[src/include/iq_params.svh]
// issue queue sizing macros: queue depth, register counts, banks, dispatch width, read ports

`ifndef IQ_PARAMS_SVH
`define IQ_PARAMS_SVH

// queue entries
`define IQ_ENTRIES 8

// dispatch ways offered per cycle
`define DISPATCH_WAYS 4

// physical registers
`define PR_COUNT 64
`define LOG_PR_COUNT 6

// register file banks, bank is the low bits of the register number
`define PRF_BANK_COUNT 4
`define LOG_PRF_BANK_COUNT 2

// ROB index width
`define LOG_ROB_ENTRIES 7

// shared register file read ports
`define PRF_READ_PORTS 2

`endif

[src/rtl/core_types_pkg.sv]
// operation enums, operation union, dispatch, writeback, issue and read request structs

`default_nettype none

`include "iq_params.svh"

package core_types_pkg;

	// ALU reg-reg ops, funct7 bit over funct3
	typedef enum logic [3:0] {
		alu_add  = 4'b0000,
		alu_sll  = 4'b0001,
		alu_slt  = 4'b0010,
		alu_sltu = 4'b0011,
		alu_xor  = 4'b0100,
		alu_srl  = 4'b0101,
		alu_or   = 4'b0110,
		alu_and  = 4'b0111,
		alu_sub  = 4'b1000,
		alu_sra  = 4'b1101
	} alu_op_t;

	// multiply-divide ops, funct3 order
	typedef enum logic [3:0] {
		mdu_mul    = 4'b0000,
		mdu_mulh   = 4'b0001,
		mdu_mulhsu = 4'b0010,
		mdu_mulhu  = 4'b0011,
		mdu_div    = 4'b0100,
		mdu_divu   = 4'b0101,
		mdu_rem    = 4'b0110,
		mdu_remu   = 4'b0111
	} mdu_op_t;

	// same op word, read per target pipeline
	typedef union packed {
		alu_op_t alu;
		mdu_op_t mdu;
	} op_u;

	typedef struct packed {
		logic                         attempt;
		logic                         valid_alu_reg;
		logic                         valid_mul_div;
		op_u                          op;
		logic [`LOG_PR_COUNT-1:0]     A_PR;
		logic                         A_ready;
		logic [`LOG_PR_COUNT-1:0]     B_PR;
		logic                         B_ready;
		logic [`LOG_PR_COUNT-1:0]     dest_PR;
		logic [`LOG_ROB_ENTRIES-1:0]  ROB_index;
	} dispatch_way_t;

	typedef struct packed {
		logic [`PRF_BANK_COUNT-1:0] valid;
		logic [`PRF_BANK_COUNT-1:0][`LOG_PR_COUNT-`LOG_PRF_BANK_COUNT-1:0] upper_PR;
	} wb_bus_t;

	typedef struct packed {
		logic                           valid;
		op_u                            op;
		logic                           A_forward;
		logic [`LOG_PRF_BANK_COUNT-1:0] A_bank;
		logic                           B_forward;
		logic [`LOG_PRF_BANK_COUNT-1:0] B_bank;
		logic [`LOG_PR_COUNT-1:0]       dest_PR;
		logic [`LOG_ROB_ENTRIES-1:0]    ROB_index;
	} issue_t;

	typedef struct packed {
		logic                     A_valid;
		logic [`LOG_PR_COUNT-1:0] A_PR;
		logic                     B_valid;
		logic [`LOG_PR_COUNT-1:0] B_PR;
	} prf_req_t;

	typedef enum logic {
		alu_reg = 1'b0,
		mul_div = 1'b1
	} pipe_e;

endpackage

`default_nettype wire

[src/rtl/alu_reg_mdu_iq.sv]
// ALU reg-reg and multiply-divide issue queue with dispatch, wakeup, oldest-ready select and issue

`default_nettype none

`include "iq_params.svh"

module alu_reg_mdu_iq
	import core_types_pkg::*;
(
	input  logic                               CLK,
	input  logic                               nRST,

	input  dispatch_way_t [`DISPATCH_WAYS-1:0] dispatch,
	output logic [`DISPATCH_WAYS-1:0]          dispatch_ack,

	input  logic                               alu_reg_pipeline_ready,
	input  logic                               mul_div_pipeline_ready,

	input  wb_bus_t                            wb_bus,

	// read port arbitration indexed by pipe_e
	output logic [1:0]                         req,
	output logic [1:0][1:0]                    read_count,
	input  logic [1:0]                         grant,

	output issue_t                             issue_alu_reg,
	output issue_t                             issue_mul_div,
	output prf_req_t                           prf_req_alu_reg,
	output prf_req_t                           prf_req_mul_div
);

	localparam int ENTRY_IDX_W = $clog2(`IQ_ENTRIES);
	localparam int COUNT_W = $clog2(`IQ_ENTRIES + 1);

	typedef struct packed {
		logic                         to_alu_reg;
		logic                         to_mul_div;
		op_u                          op;
		logic [`LOG_PR_COUNT-1:0]     A_PR;
		logic                         A_ready;
		logic [`LOG_PR_COUNT-1:0]     B_PR;
		logic                         B_ready;
		logic [`LOG_PR_COUNT-1:0]     dest_PR;
		logic [`LOG_ROB_ENTRIES-1:0]  ROB_index;
	} iq_entry_t;

	// entries compact toward 0 so a lower index is older
	logic [`IQ_ENTRIES-1:0]          entry_valid;
	logic [`IQ_ENTRIES-1:0]          next_valid;
	iq_entry_t [`IQ_ENTRIES-1:0]     entries;
	iq_entry_t [`IQ_ENTRIES-1:0]     next_entries;

	logic [COUNT_W-1:0]              occupancy;
	logic [COUNT_W-1:0]              free_count;
	logic [COUNT_W-1:0]              ack_count;

	logic [`IQ_ENTRIES-1:0]          A_wake;
	logic [`IQ_ENTRIES-1:0]          B_wake;
	logic [1:0][`IQ_ENTRIES-1:0]     cand;
	logic [1:0]                      found;
	logic [1:0][ENTRY_IDX_W-1:0]     sel_idx;
	iq_entry_t [1:0]                 sel_entry;
	logic [1:0]                      pipe_ready;
	logic [1:0]                      A_forward;
	logic [1:0]                      B_forward;
	logic [1:0]                      issue_valid;
	logic [`IQ_ENTRIES-1:0]          issued_mask;
	issue_t [1:0]                    issue_by_pipe;
	prf_req_t [1:0]                  prf_req_by_pipe;
	logic [ENTRY_IDX_W-1:0]          wr_ptr;

	// register named by its bank's writeback slot
	function automatic logic woken(input logic [`LOG_PR_COUNT-1:0] pr, input wb_bus_t wb);
		logic [`LOG_PRF_BANK_COUNT-1:0] bank;
		bank = pr[`LOG_PRF_BANK_COUNT-1:0];
		return wb.valid[bank] &&
			(wb.upper_PR[bank] == pr[`LOG_PR_COUNT-1:`LOG_PRF_BANK_COUNT]);
	endfunction

	assign pipe_ready[alu_reg] = alu_reg_pipeline_ready;
	assign pipe_ready[mul_div] = mul_div_pipeline_ready;

	// ------------------------------------------------------------------
	// dispatch acceptance

	// free count from the start of the cycle without this cycle's issue
	always_comb begin
		occupancy = '0;
		for (int i = 0; i < `IQ_ENTRIES; i++) begin
			occupancy = occupancy + COUNT_W'(entry_valid[i]);
		end
		free_count = COUNT_W'(`IQ_ENTRIES) - occupancy;
		ack_count = '0;
		for (int w = 0; w < `DISPATCH_WAYS; w++) begin
			dispatch_ack[w] = dispatch[w].attempt && (ack_count < free_count);
			if (dispatch_ack[w]) begin
				ack_count = ack_count + 1'b1;
			end
		end
	end

	// ------------------------------------------------------------------
	// wakeup and oldest-ready select

	always_comb begin
		for (int i = 0; i < `IQ_ENTRIES; i++) begin
			A_wake[i] = woken(entries[i].A_PR, wb_bus);
			B_wake[i] = woken(entries[i].B_PR, wb_bus);
			cand[alu_reg][i] = entry_valid[i] && entries[i].to_alu_reg &&
				(entries[i].A_ready || A_wake[i]) && (entries[i].B_ready || B_wake[i]);
			cand[mul_div][i] = entry_valid[i] && entries[i].to_mul_div &&
				(entries[i].A_ready || A_wake[i]) && (entries[i].B_ready || B_wake[i]);
		end
	end

	// scan down so the lowest ready index wins
	always_comb begin
		for (int p = 0; p < 2; p++) begin
			found[p] = 1'b0;
			sel_idx[p] = '0;
			for (int i = `IQ_ENTRIES - 1; i >= 0; i--) begin
				if (cand[p][i]) begin
					found[p] = 1'b1;
					sel_idx[p] = ENTRY_IDX_W'(i);
				end
			end
		end
	end

	// forwarded operands need no read port
	always_comb begin
		for (int p = 0; p < 2; p++) begin
			sel_entry[p] = entries[sel_idx[p]];
			A_forward[p] = A_wake[sel_idx[p]] && !sel_entry[p].A_ready;
			B_forward[p] = B_wake[sel_idx[p]] && !sel_entry[p].B_ready;
			req[p] = found[p] && pipe_ready[p];
			read_count[p] = {1'b0, !A_forward[p]} + {1'b0, !B_forward[p]};
		end
	end

	// ------------------------------------------------------------------
	// issue packing

	always_comb begin
		issued_mask = '0;
		for (int p = 0; p < 2; p++) begin
			issue_valid[p] = req[p] && grant[p];
			issue_by_pipe[p] = '0;
			prf_req_by_pipe[p] = '0;
			if (issue_valid[p]) begin
				issued_mask[sel_idx[p]] = 1'b1;
				issue_by_pipe[p].op = sel_entry[p].op;
				issue_by_pipe[p].valid = 1'b1;
				issue_by_pipe[p].A_forward = A_forward[p];
				issue_by_pipe[p].A_bank = sel_entry[p].A_PR[`LOG_PRF_BANK_COUNT-1:0];
				issue_by_pipe[p].B_forward = B_forward[p];
				issue_by_pipe[p].B_bank = sel_entry[p].B_PR[`LOG_PRF_BANK_COUNT-1:0];
				issue_by_pipe[p].dest_PR = sel_entry[p].dest_PR;
				issue_by_pipe[p].ROB_index = sel_entry[p].ROB_index;
				prf_req_by_pipe[p].A_valid = !A_forward[p];
				prf_req_by_pipe[p].A_PR = sel_entry[p].A_PR;
				prf_req_by_pipe[p].B_valid = !B_forward[p];
				prf_req_by_pipe[p].B_PR = sel_entry[p].B_PR;
			end
		end
	end

	assign issue_alu_reg = issue_by_pipe[alu_reg];
	assign issue_mul_div = issue_by_pipe[mul_div];
	assign prf_req_alu_reg = prf_req_by_pipe[alu_reg];
	assign prf_req_mul_div = prf_req_by_pipe[mul_div];

	// ------------------------------------------------------------------
	// compaction and append

	always_comb begin
		next_valid = '0;
		next_entries = entries;
		wr_ptr = '0;
		// survivors keep age order and absorb this cycle's wakeups
		for (int i = 0; i < `IQ_ENTRIES; i++) begin
			if (entry_valid[i] && !issued_mask[i]) begin
				next_valid[wr_ptr] = 1'b1;
				next_entries[wr_ptr] = entries[i];
				next_entries[wr_ptr].A_ready = entries[i].A_ready || A_wake[i];
				next_entries[wr_ptr].B_ready = entries[i].B_ready || B_wake[i];
				wr_ptr = wr_ptr + 1'b1;
			end
		end
		// new ops behind them in way order
		for (int w = 0; w < `DISPATCH_WAYS; w++) begin
			if (dispatch_ack[w]) begin
				next_valid[wr_ptr] = 1'b1;
				next_entries[wr_ptr].to_alu_reg = dispatch[w].valid_alu_reg;
				next_entries[wr_ptr].to_mul_div = dispatch[w].valid_mul_div;
				next_entries[wr_ptr].op = dispatch[w].op;
				next_entries[wr_ptr].A_PR = dispatch[w].A_PR;
				next_entries[wr_ptr].A_ready = dispatch[w].A_ready ||
					woken(dispatch[w].A_PR, wb_bus);
				next_entries[wr_ptr].B_PR = dispatch[w].B_PR;
				next_entries[wr_ptr].B_ready = dispatch[w].B_ready ||
					woken(dispatch[w].B_PR, wb_bus);
				next_entries[wr_ptr].dest_PR = dispatch[w].dest_PR;
				next_entries[wr_ptr].ROB_index = dispatch[w].ROB_index;
				wr_ptr = wr_ptr + 1'b1;
			end
		end
	end

	always_ff @(posedge CLK or negedge nRST) begin
		if (!nRST) begin
			entry_valid <= '0;
		end
		else begin
			entry_valid <= next_valid;
		end
	end

	always_ff @(posedge CLK) begin
		entries <= next_entries;
	end

endmodule

`default_nettype wire

[src/rtl/prf_read_arbiter.sv]
// register file read port arbiter between the two issue selectors, rotating priority

`default_nettype none

`include "iq_params.svh"

module prf_read_arbiter
	import core_types_pkg::*;
(
	input  logic            CLK,
	input  logic            nRST,

	// indexed by pipe_e
	input  logic [1:0]      req,
	input  logic [1:0][1:0] read_count,
	output logic [1:0]      grant
);

	logic [2:0] read_sum;
	logic       conflict;
	pipe_e      priority_pipe;

	// ------------------------------------------------------------------
	// port pool check

	always_comb begin
		read_sum = '0;
		for (int p = 0; p < 2; p++) begin
			if (req[p]) begin
				read_sum = read_sum + {1'b0, read_count[p]};
			end
		end
		// a lone requester always fits
		conflict = req[alu_reg] && req[mul_div] && (read_sum > 3'(`PRF_READ_PORTS));
	end

	always_comb begin
		if (conflict) begin
			grant = '0;
			grant[priority_pipe] = 1'b1;
		end
		else begin
			grant = req;
		end
	end

	// ------------------------------------------------------------------
	// priority rotation

	// hand priority over after each conflict so neither side starves
	always_ff @(posedge CLK or negedge nRST) begin
		if (!nRST) begin
			priority_pipe <= alu_reg;
		end
		else if (conflict) begin
			priority_pipe <= (priority_pipe == alu_reg) ? mul_div : alu_reg;
		end
	end

endmodule

`default_nettype wire

[src/rtl/alu_reg_mdu_iq_wrapper.sv]
// registered top level around the issue queue and the read port arbiter

`default_nettype none

`include "iq_params.svh"

module alu_reg_mdu_iq_wrapper
	import core_types_pkg::*;
(
	input  logic                               CLK,
	input  logic                               nRST,

	input  dispatch_way_t [`DISPATCH_WAYS-1:0] next_dispatch,
	output logic [`DISPATCH_WAYS-1:0]          last_dispatch_ack,

	input  logic                               next_alu_reg_pipeline_ready,
	input  logic                               next_mul_div_pipeline_ready,

	input  wb_bus_t                            next_wb_bus,

	output issue_t                             last_issue_alu_reg,
	output issue_t                             last_issue_mul_div,
	output prf_req_t                           last_prf_req_alu_reg,
	output prf_req_t                           last_prf_req_mul_div
);

	// flopped inputs
	dispatch_way_t [`DISPATCH_WAYS-1:0] dispatch;
	logic                               alu_reg_pipeline_ready;
	logic                               mul_div_pipeline_ready;
	wb_bus_t                            wb_bus;

	// queue outputs before the output stage
	logic [`DISPATCH_WAYS-1:0]          dispatch_ack;
	issue_t                             issue_alu_reg;
	issue_t                             issue_mul_div;
	prf_req_t                           prf_req_alu_reg;
	prf_req_t                           prf_req_mul_div;

	// queue to arbiter
	logic [1:0]                         req;
	logic [1:0][1:0]                    read_count;
	logic [1:0]                         grant;

	// ------------------------------------------------------------------
	// core

	alu_reg_mdu_iq iq (
		.CLK                    (CLK),
		.nRST                   (nRST),
		.dispatch               (dispatch),
		.dispatch_ack           (dispatch_ack),
		.alu_reg_pipeline_ready (alu_reg_pipeline_ready),
		.mul_div_pipeline_ready (mul_div_pipeline_ready),
		.wb_bus                 (wb_bus),
		.req                    (req),
		.read_count             (read_count),
		.grant                  (grant),
		.issue_alu_reg          (issue_alu_reg),
		.issue_mul_div          (issue_mul_div),
		.prf_req_alu_reg        (prf_req_alu_reg),
		.prf_req_mul_div        (prf_req_mul_div)
	);

	prf_read_arbiter arbiter (
		.CLK        (CLK),
		.nRST       (nRST),
		.req        (req),
		.read_count (read_count),
		.grant      (grant)
	);

	// ------------------------------------------------------------------
	// boundary registers

	always_ff @(posedge CLK or negedge nRST) begin
		if (!nRST) begin
			dispatch <= '0;
			alu_reg_pipeline_ready <= 1'b0;
			mul_div_pipeline_ready <= 1'b0;
			wb_bus <= '0;
			last_dispatch_ack <= '0;
			last_issue_alu_reg <= '0;
			last_issue_mul_div <= '0;
			last_prf_req_alu_reg <= '0;
			last_prf_req_mul_div <= '0;
		end
		else begin
			// input side
			dispatch <= next_dispatch;
			alu_reg_pipeline_ready <= next_alu_reg_pipeline_ready;
			mul_div_pipeline_ready <= next_mul_div_pipeline_ready;
			wb_bus <= next_wb_bus;
			// output side
			last_dispatch_ack <= dispatch_ack;
			last_issue_alu_reg <= issue_alu_reg;
			last_issue_mul_div <= issue_mul_div;
			last_prf_req_alu_reg <= prf_req_alu_reg;
			last_prf_req_mul_div <= prf_req_mul_div;
		end
	end

endmodule

`default_nettype wire

[config.mk]
export PLATFORM = sky130hd
export DESIGN_NAME = alu_reg_mdu_iq_wrapper
export DESIGN_NICKNAME = d
export VERILOG_FILES = /design/src/rtl/core_types_pkg.sv /design/src/rtl/alu_reg_mdu_iq.sv /design/src/rtl/prf_read_arbiter.sv /design/src/rtl/alu_reg_mdu_iq_wrapper.sv
export VERILOG_INCLUDE_DIRS = /design/src /design/src/include
export SDC_FILE = /design/constraint.sdc
export NUM_CORES = 2
export LEC_CHECK = 0
export ABC_AREA = 1
export BUFFER_PORTS_ARGS = -buffer_cell sky130_fd_sc_hd__buf_2
export CAP_MARGIN = 10
export CELL_PAD_IN_SITES_DETAIL_PLACEMENT = 0
export CELL_PAD_IN_SITES_GLOBAL_PLACEMENT = 1
export CORE_ASPECT_RATIO = 1.5
export CORE_MARGIN = 3
export CORE_UTILIZATION = 28
export CTS_CLUSTER_SIZE = 10
export DETAILED_ROUTE_END_ITERATION = 8
export PLACE_DENSITY_LB_ADDON = 0.15
export RECOVER_POWER = 50
export SYNTH_ARGS = -nofsm -noshare
export SYNTH_HDL_FRONTEND = slang
export SYNTH_SLANG_ARGS = --single-unit
export TNS_END_PERCENT = 30
[constraint.sdc]
create_clock -name CLK -period 14.1 [get_ports CLK]
set_input_delay 0 -clock CLK [delete_from_list [all_inputs] [get_ports CLK]]
set_output_delay 0 -clock CLK [all_outputs]
set_load 0.005 [all_outputs]
==> summary.md <==
| Metric | Value |
|---|---|
| Fillers | around 21000 |
| Worst R2R Path Depth | 63 |
| Setup TNS | 0 ns |
| Layout Nets | 9776 |
| Status | complete, but fails checks |
| CP Capture Type | register |
| Count leader, synth | nand2_1 |
| P&R area growth vs syn | 16.3% |
| Total gr overflow | 0 |
| Unrepaired setup endpoints after global routing | false |
| Ys Warns | 0 |
| Crit-path most repeated cell | nand2_1 |
| Largest register by flop count | iq.entries |
| Primary FF master, synth | dfxtp_1 |
| Top post-synthesis cells by area | nand2_1 26%, nand3_1 25%, dfrtp_1 11% |
| Drt first pass iters | 8 |
| Die Area | 192000 sq um |
| Routed WL | ~420 mm |
| H-tree levels | 3 |
| Avg Synthesized Cell Area | about 5.5 sq um |
| Synth cell types | 60 |
| CTS tree | yes |
| Layout cells sized above 1 | 0.0841 |
| Post-layout minimum cycle time | about 13 ns |
| DR vias | between 70000 and 80000 |
| Cts bufs inserted | 67 |
| Vias in the first global route | between 60000 and 70000 |
| Register area | ~11000 sq um |
| Clock latency on the worst-skew pair | between 0.7 and 0.8 ns |
| Crit path required time | 14.65 ns |
| Wire per inst | between 30 and 40 microns |
| Worst Tran Pin Value | between 3 and 4 ns |
| R2r endpoint | iq.entries[113]$_DFF_P_ |
| Flop2flop setup slack | between 0.8 and 0.9 ns |
| Width of the die | roughly 360 microns |
| Final Max Slew Viols | between 150 and 200 |
| CTS clk-pin slew, worst paths | approximately 0.070 ns |
| Root buffer cell | clkbuf_16 |
| Total GRT Usage | 0.417 |
| Initial antenna violation count | 30 |
| Setup Viol. Count Final | 0 |
| Hold Path Sink | dispatch[74]$_DFF_PN0_ |
| Peak Freq | roughly 75 MHz |
| Crit-path slowest cell | buf_4 |
| Drt via density | 6.03 |
| Reg2Reg Launch Point | iq.entries[146]$_DFF_P_ |
| Post-DP HPWL | ~320 mm |
| Startpoint types | register |
| First-pass GRT wire length | approximately 570 mm |
| 1st-iter DRT viols | around 12000 |
| Fin. Hold Viols | 0 |
| Synth top cells by count | 3633 x nand2_1, 2585 x nand3_1, 496 x clkbuf_1 |
| Starting density of the core | 0.283 |
| Fraction of registers with async set/reset | 0.475 |
| Kind of critical path | register to register |
| IO Pins | 240 |
| CTS resizes | 0 |
| DRC | 0 |
| Failing checks | max-capacitance violations, max-slew violations |
| Syn Nets | 9685 |
| Hold Crit Class | primary input to register |
| Core area | roughly 180000 sq um |
| CP max stage delay | slightly below 0.8 ns |
| Post-synth EDFFs | 0 |
| Num rows | ~190 |
| Synth Register Bits | roughly 500 |
| Synth area leader | nand2_1 |
| Clock Skews | between 0.05 and 0.06 ns |
| Max Cap Viol | 3 |
| Cell count after synthesis | roughly 9500 |
| Max reg flops | between 200 and 300 |
| DRT antenna net count | 0 |
| Post-synthesis sequential area ratio | 0.215 |
| Routability-driven placement congestion ratio | between 1 and 1.5 |
| Post-synth top area share | 0.261 |
| Slew headroom | -1.63 |
| Longest Clk Path Bufs | 3 |
| Pin count of the biggest net entering global routing | ~140 |
| Multi-input gate area | around 35000 sq um |
| Clock sink total | 503 |
| Hold_sp | next_dispatch[74] |
| Worst Path Max Fanout | 66 |
| IO buf count | ~240 |
| Die Ht | roughly 540 microns |
| Worst Hold Depth | 2 |
| Period utilisation layout | 0.942 |
| Post-Synthesis Cell Area | 52300 sq um |
| Largest registers | iq.entries (264), dispatch (136) |
| Worst EP arrival | between 10 and 15 ns |
==> layout by cell type (no fill, tap or decap), types with 18 or more instances in the layout <==
master / count
clkbuf_16: 71
inv_1: 468
ha_1: 26
nor2_1: 197
clkinv_1: 18
a2111oi_0: 28
o211ai_1: 30
buf_2: 169
o22ai_1: 170
o221ai_1: 39
nand2_2: 33
nand3_1: 2583
diode_2: 22
dfxtp_1: 264
nand2_4: 19
xor2_1: 29
a21oi_1: 135
buf_4: 337
o21ai_0: 302
nand3_2: 27
dlygate4sd3_1: 303
inv_2: 41
dfrtp_1: 239
nand2_1: 3629
nand4_1: 158
clkbuf_1: 105
==> through the flow <==
stage	area, sq um	worst slack (ns)	std cells	hold slack, ns	util
CTS	60900	1.34	12100	0.0194	0.329
floorplan	52300	2.59	9494	-0.296	-
global route	60800	0.360	12100	0.0363	0.329
detailed placement	55600	1.34	11600	0.00576	0.301
global placement	55600	1.31	11600	-0.000762	0.300
finish	60800	0.816	12100	0.0271	0.329
==> repair_timing <==
item	CTS	global route
setup buffers	0	0
hold buffers	304	0
hold endpoints to repair	284	0
==> critical path: cells and delay by family, from the launching register on <==
kind                     cells  cell delay (ns)
buffers and inverters        9             1.96
flip-flops                   1             0.33
AO/OA/AOI/OAI                5             1.29
AND/OR/NAND/NOR             37             5.48
adder cells (fa/ha/maj)     12             3.86
==> cells by family after synthesis <==
kind of cell | share of synthesized area
AOI/OAI and AO/OA | 0.0887
buffers and inverters | 0.114
and+or+nand+nor | 0.569
DFF | 0.215
xor gates and xnor gates | 0.00519
adders and majority gates | 0.00813
==> final cells by class <==
type                            instances  area share
Multi-Input combinational cell       7582       0.580
Sequential cell                       503       0.185
Timing Repair Buffer                  899       0.114
Tap cell                             2437      0.0501
Clock buffer                          109      0.0330
Inverter                              532      0.0329
Clock inverter                         13     0.00378
Antenna cell                           22    0.000905
==> routing by layer <==
layer	vias up	share of wire	track usage
li1	31700	-	-
met1	34900	0.40	0.537
met2	5473	0.41	0.607
met3	955	0.14	0.161
met4	22	0.060	0.200
met5	-	0.00034	0
==> how the worst max path moves through the flow <==
stage | start | endpoint | slack [ns] | cells past startpoint
floorplan | iq.entries[212]$_DFF_P_ | iq.entries[66]$_DFF_P_ | 2.59 | 75
global placement | iq.entries[21]$_DFF_P_ | iq.entries[113]$_DFF_P_ | 1.31 | 67
detailed placement | iq.entries[21]$_DFF_P_ | iq.entries[113]$_DFF_P_ | 1.34 | 63
CTS | iq.entries[146]$_DFF_P_ | iq.entries[113]$_DFF_P_ | 1.34 | 63
global route | iq.entries[146]$_DFF_P_ | iq.entries[113]$_DFF_P_ | 0.36 | 63
finish | iq.entries[146]$_DFF_P_ | iq.entries[113]$_DFF_P_ | 0.82 | 63
Power is not shown: default switching activity piles up to over one toggle a cycle in this logic, so the estimate is an artifact.
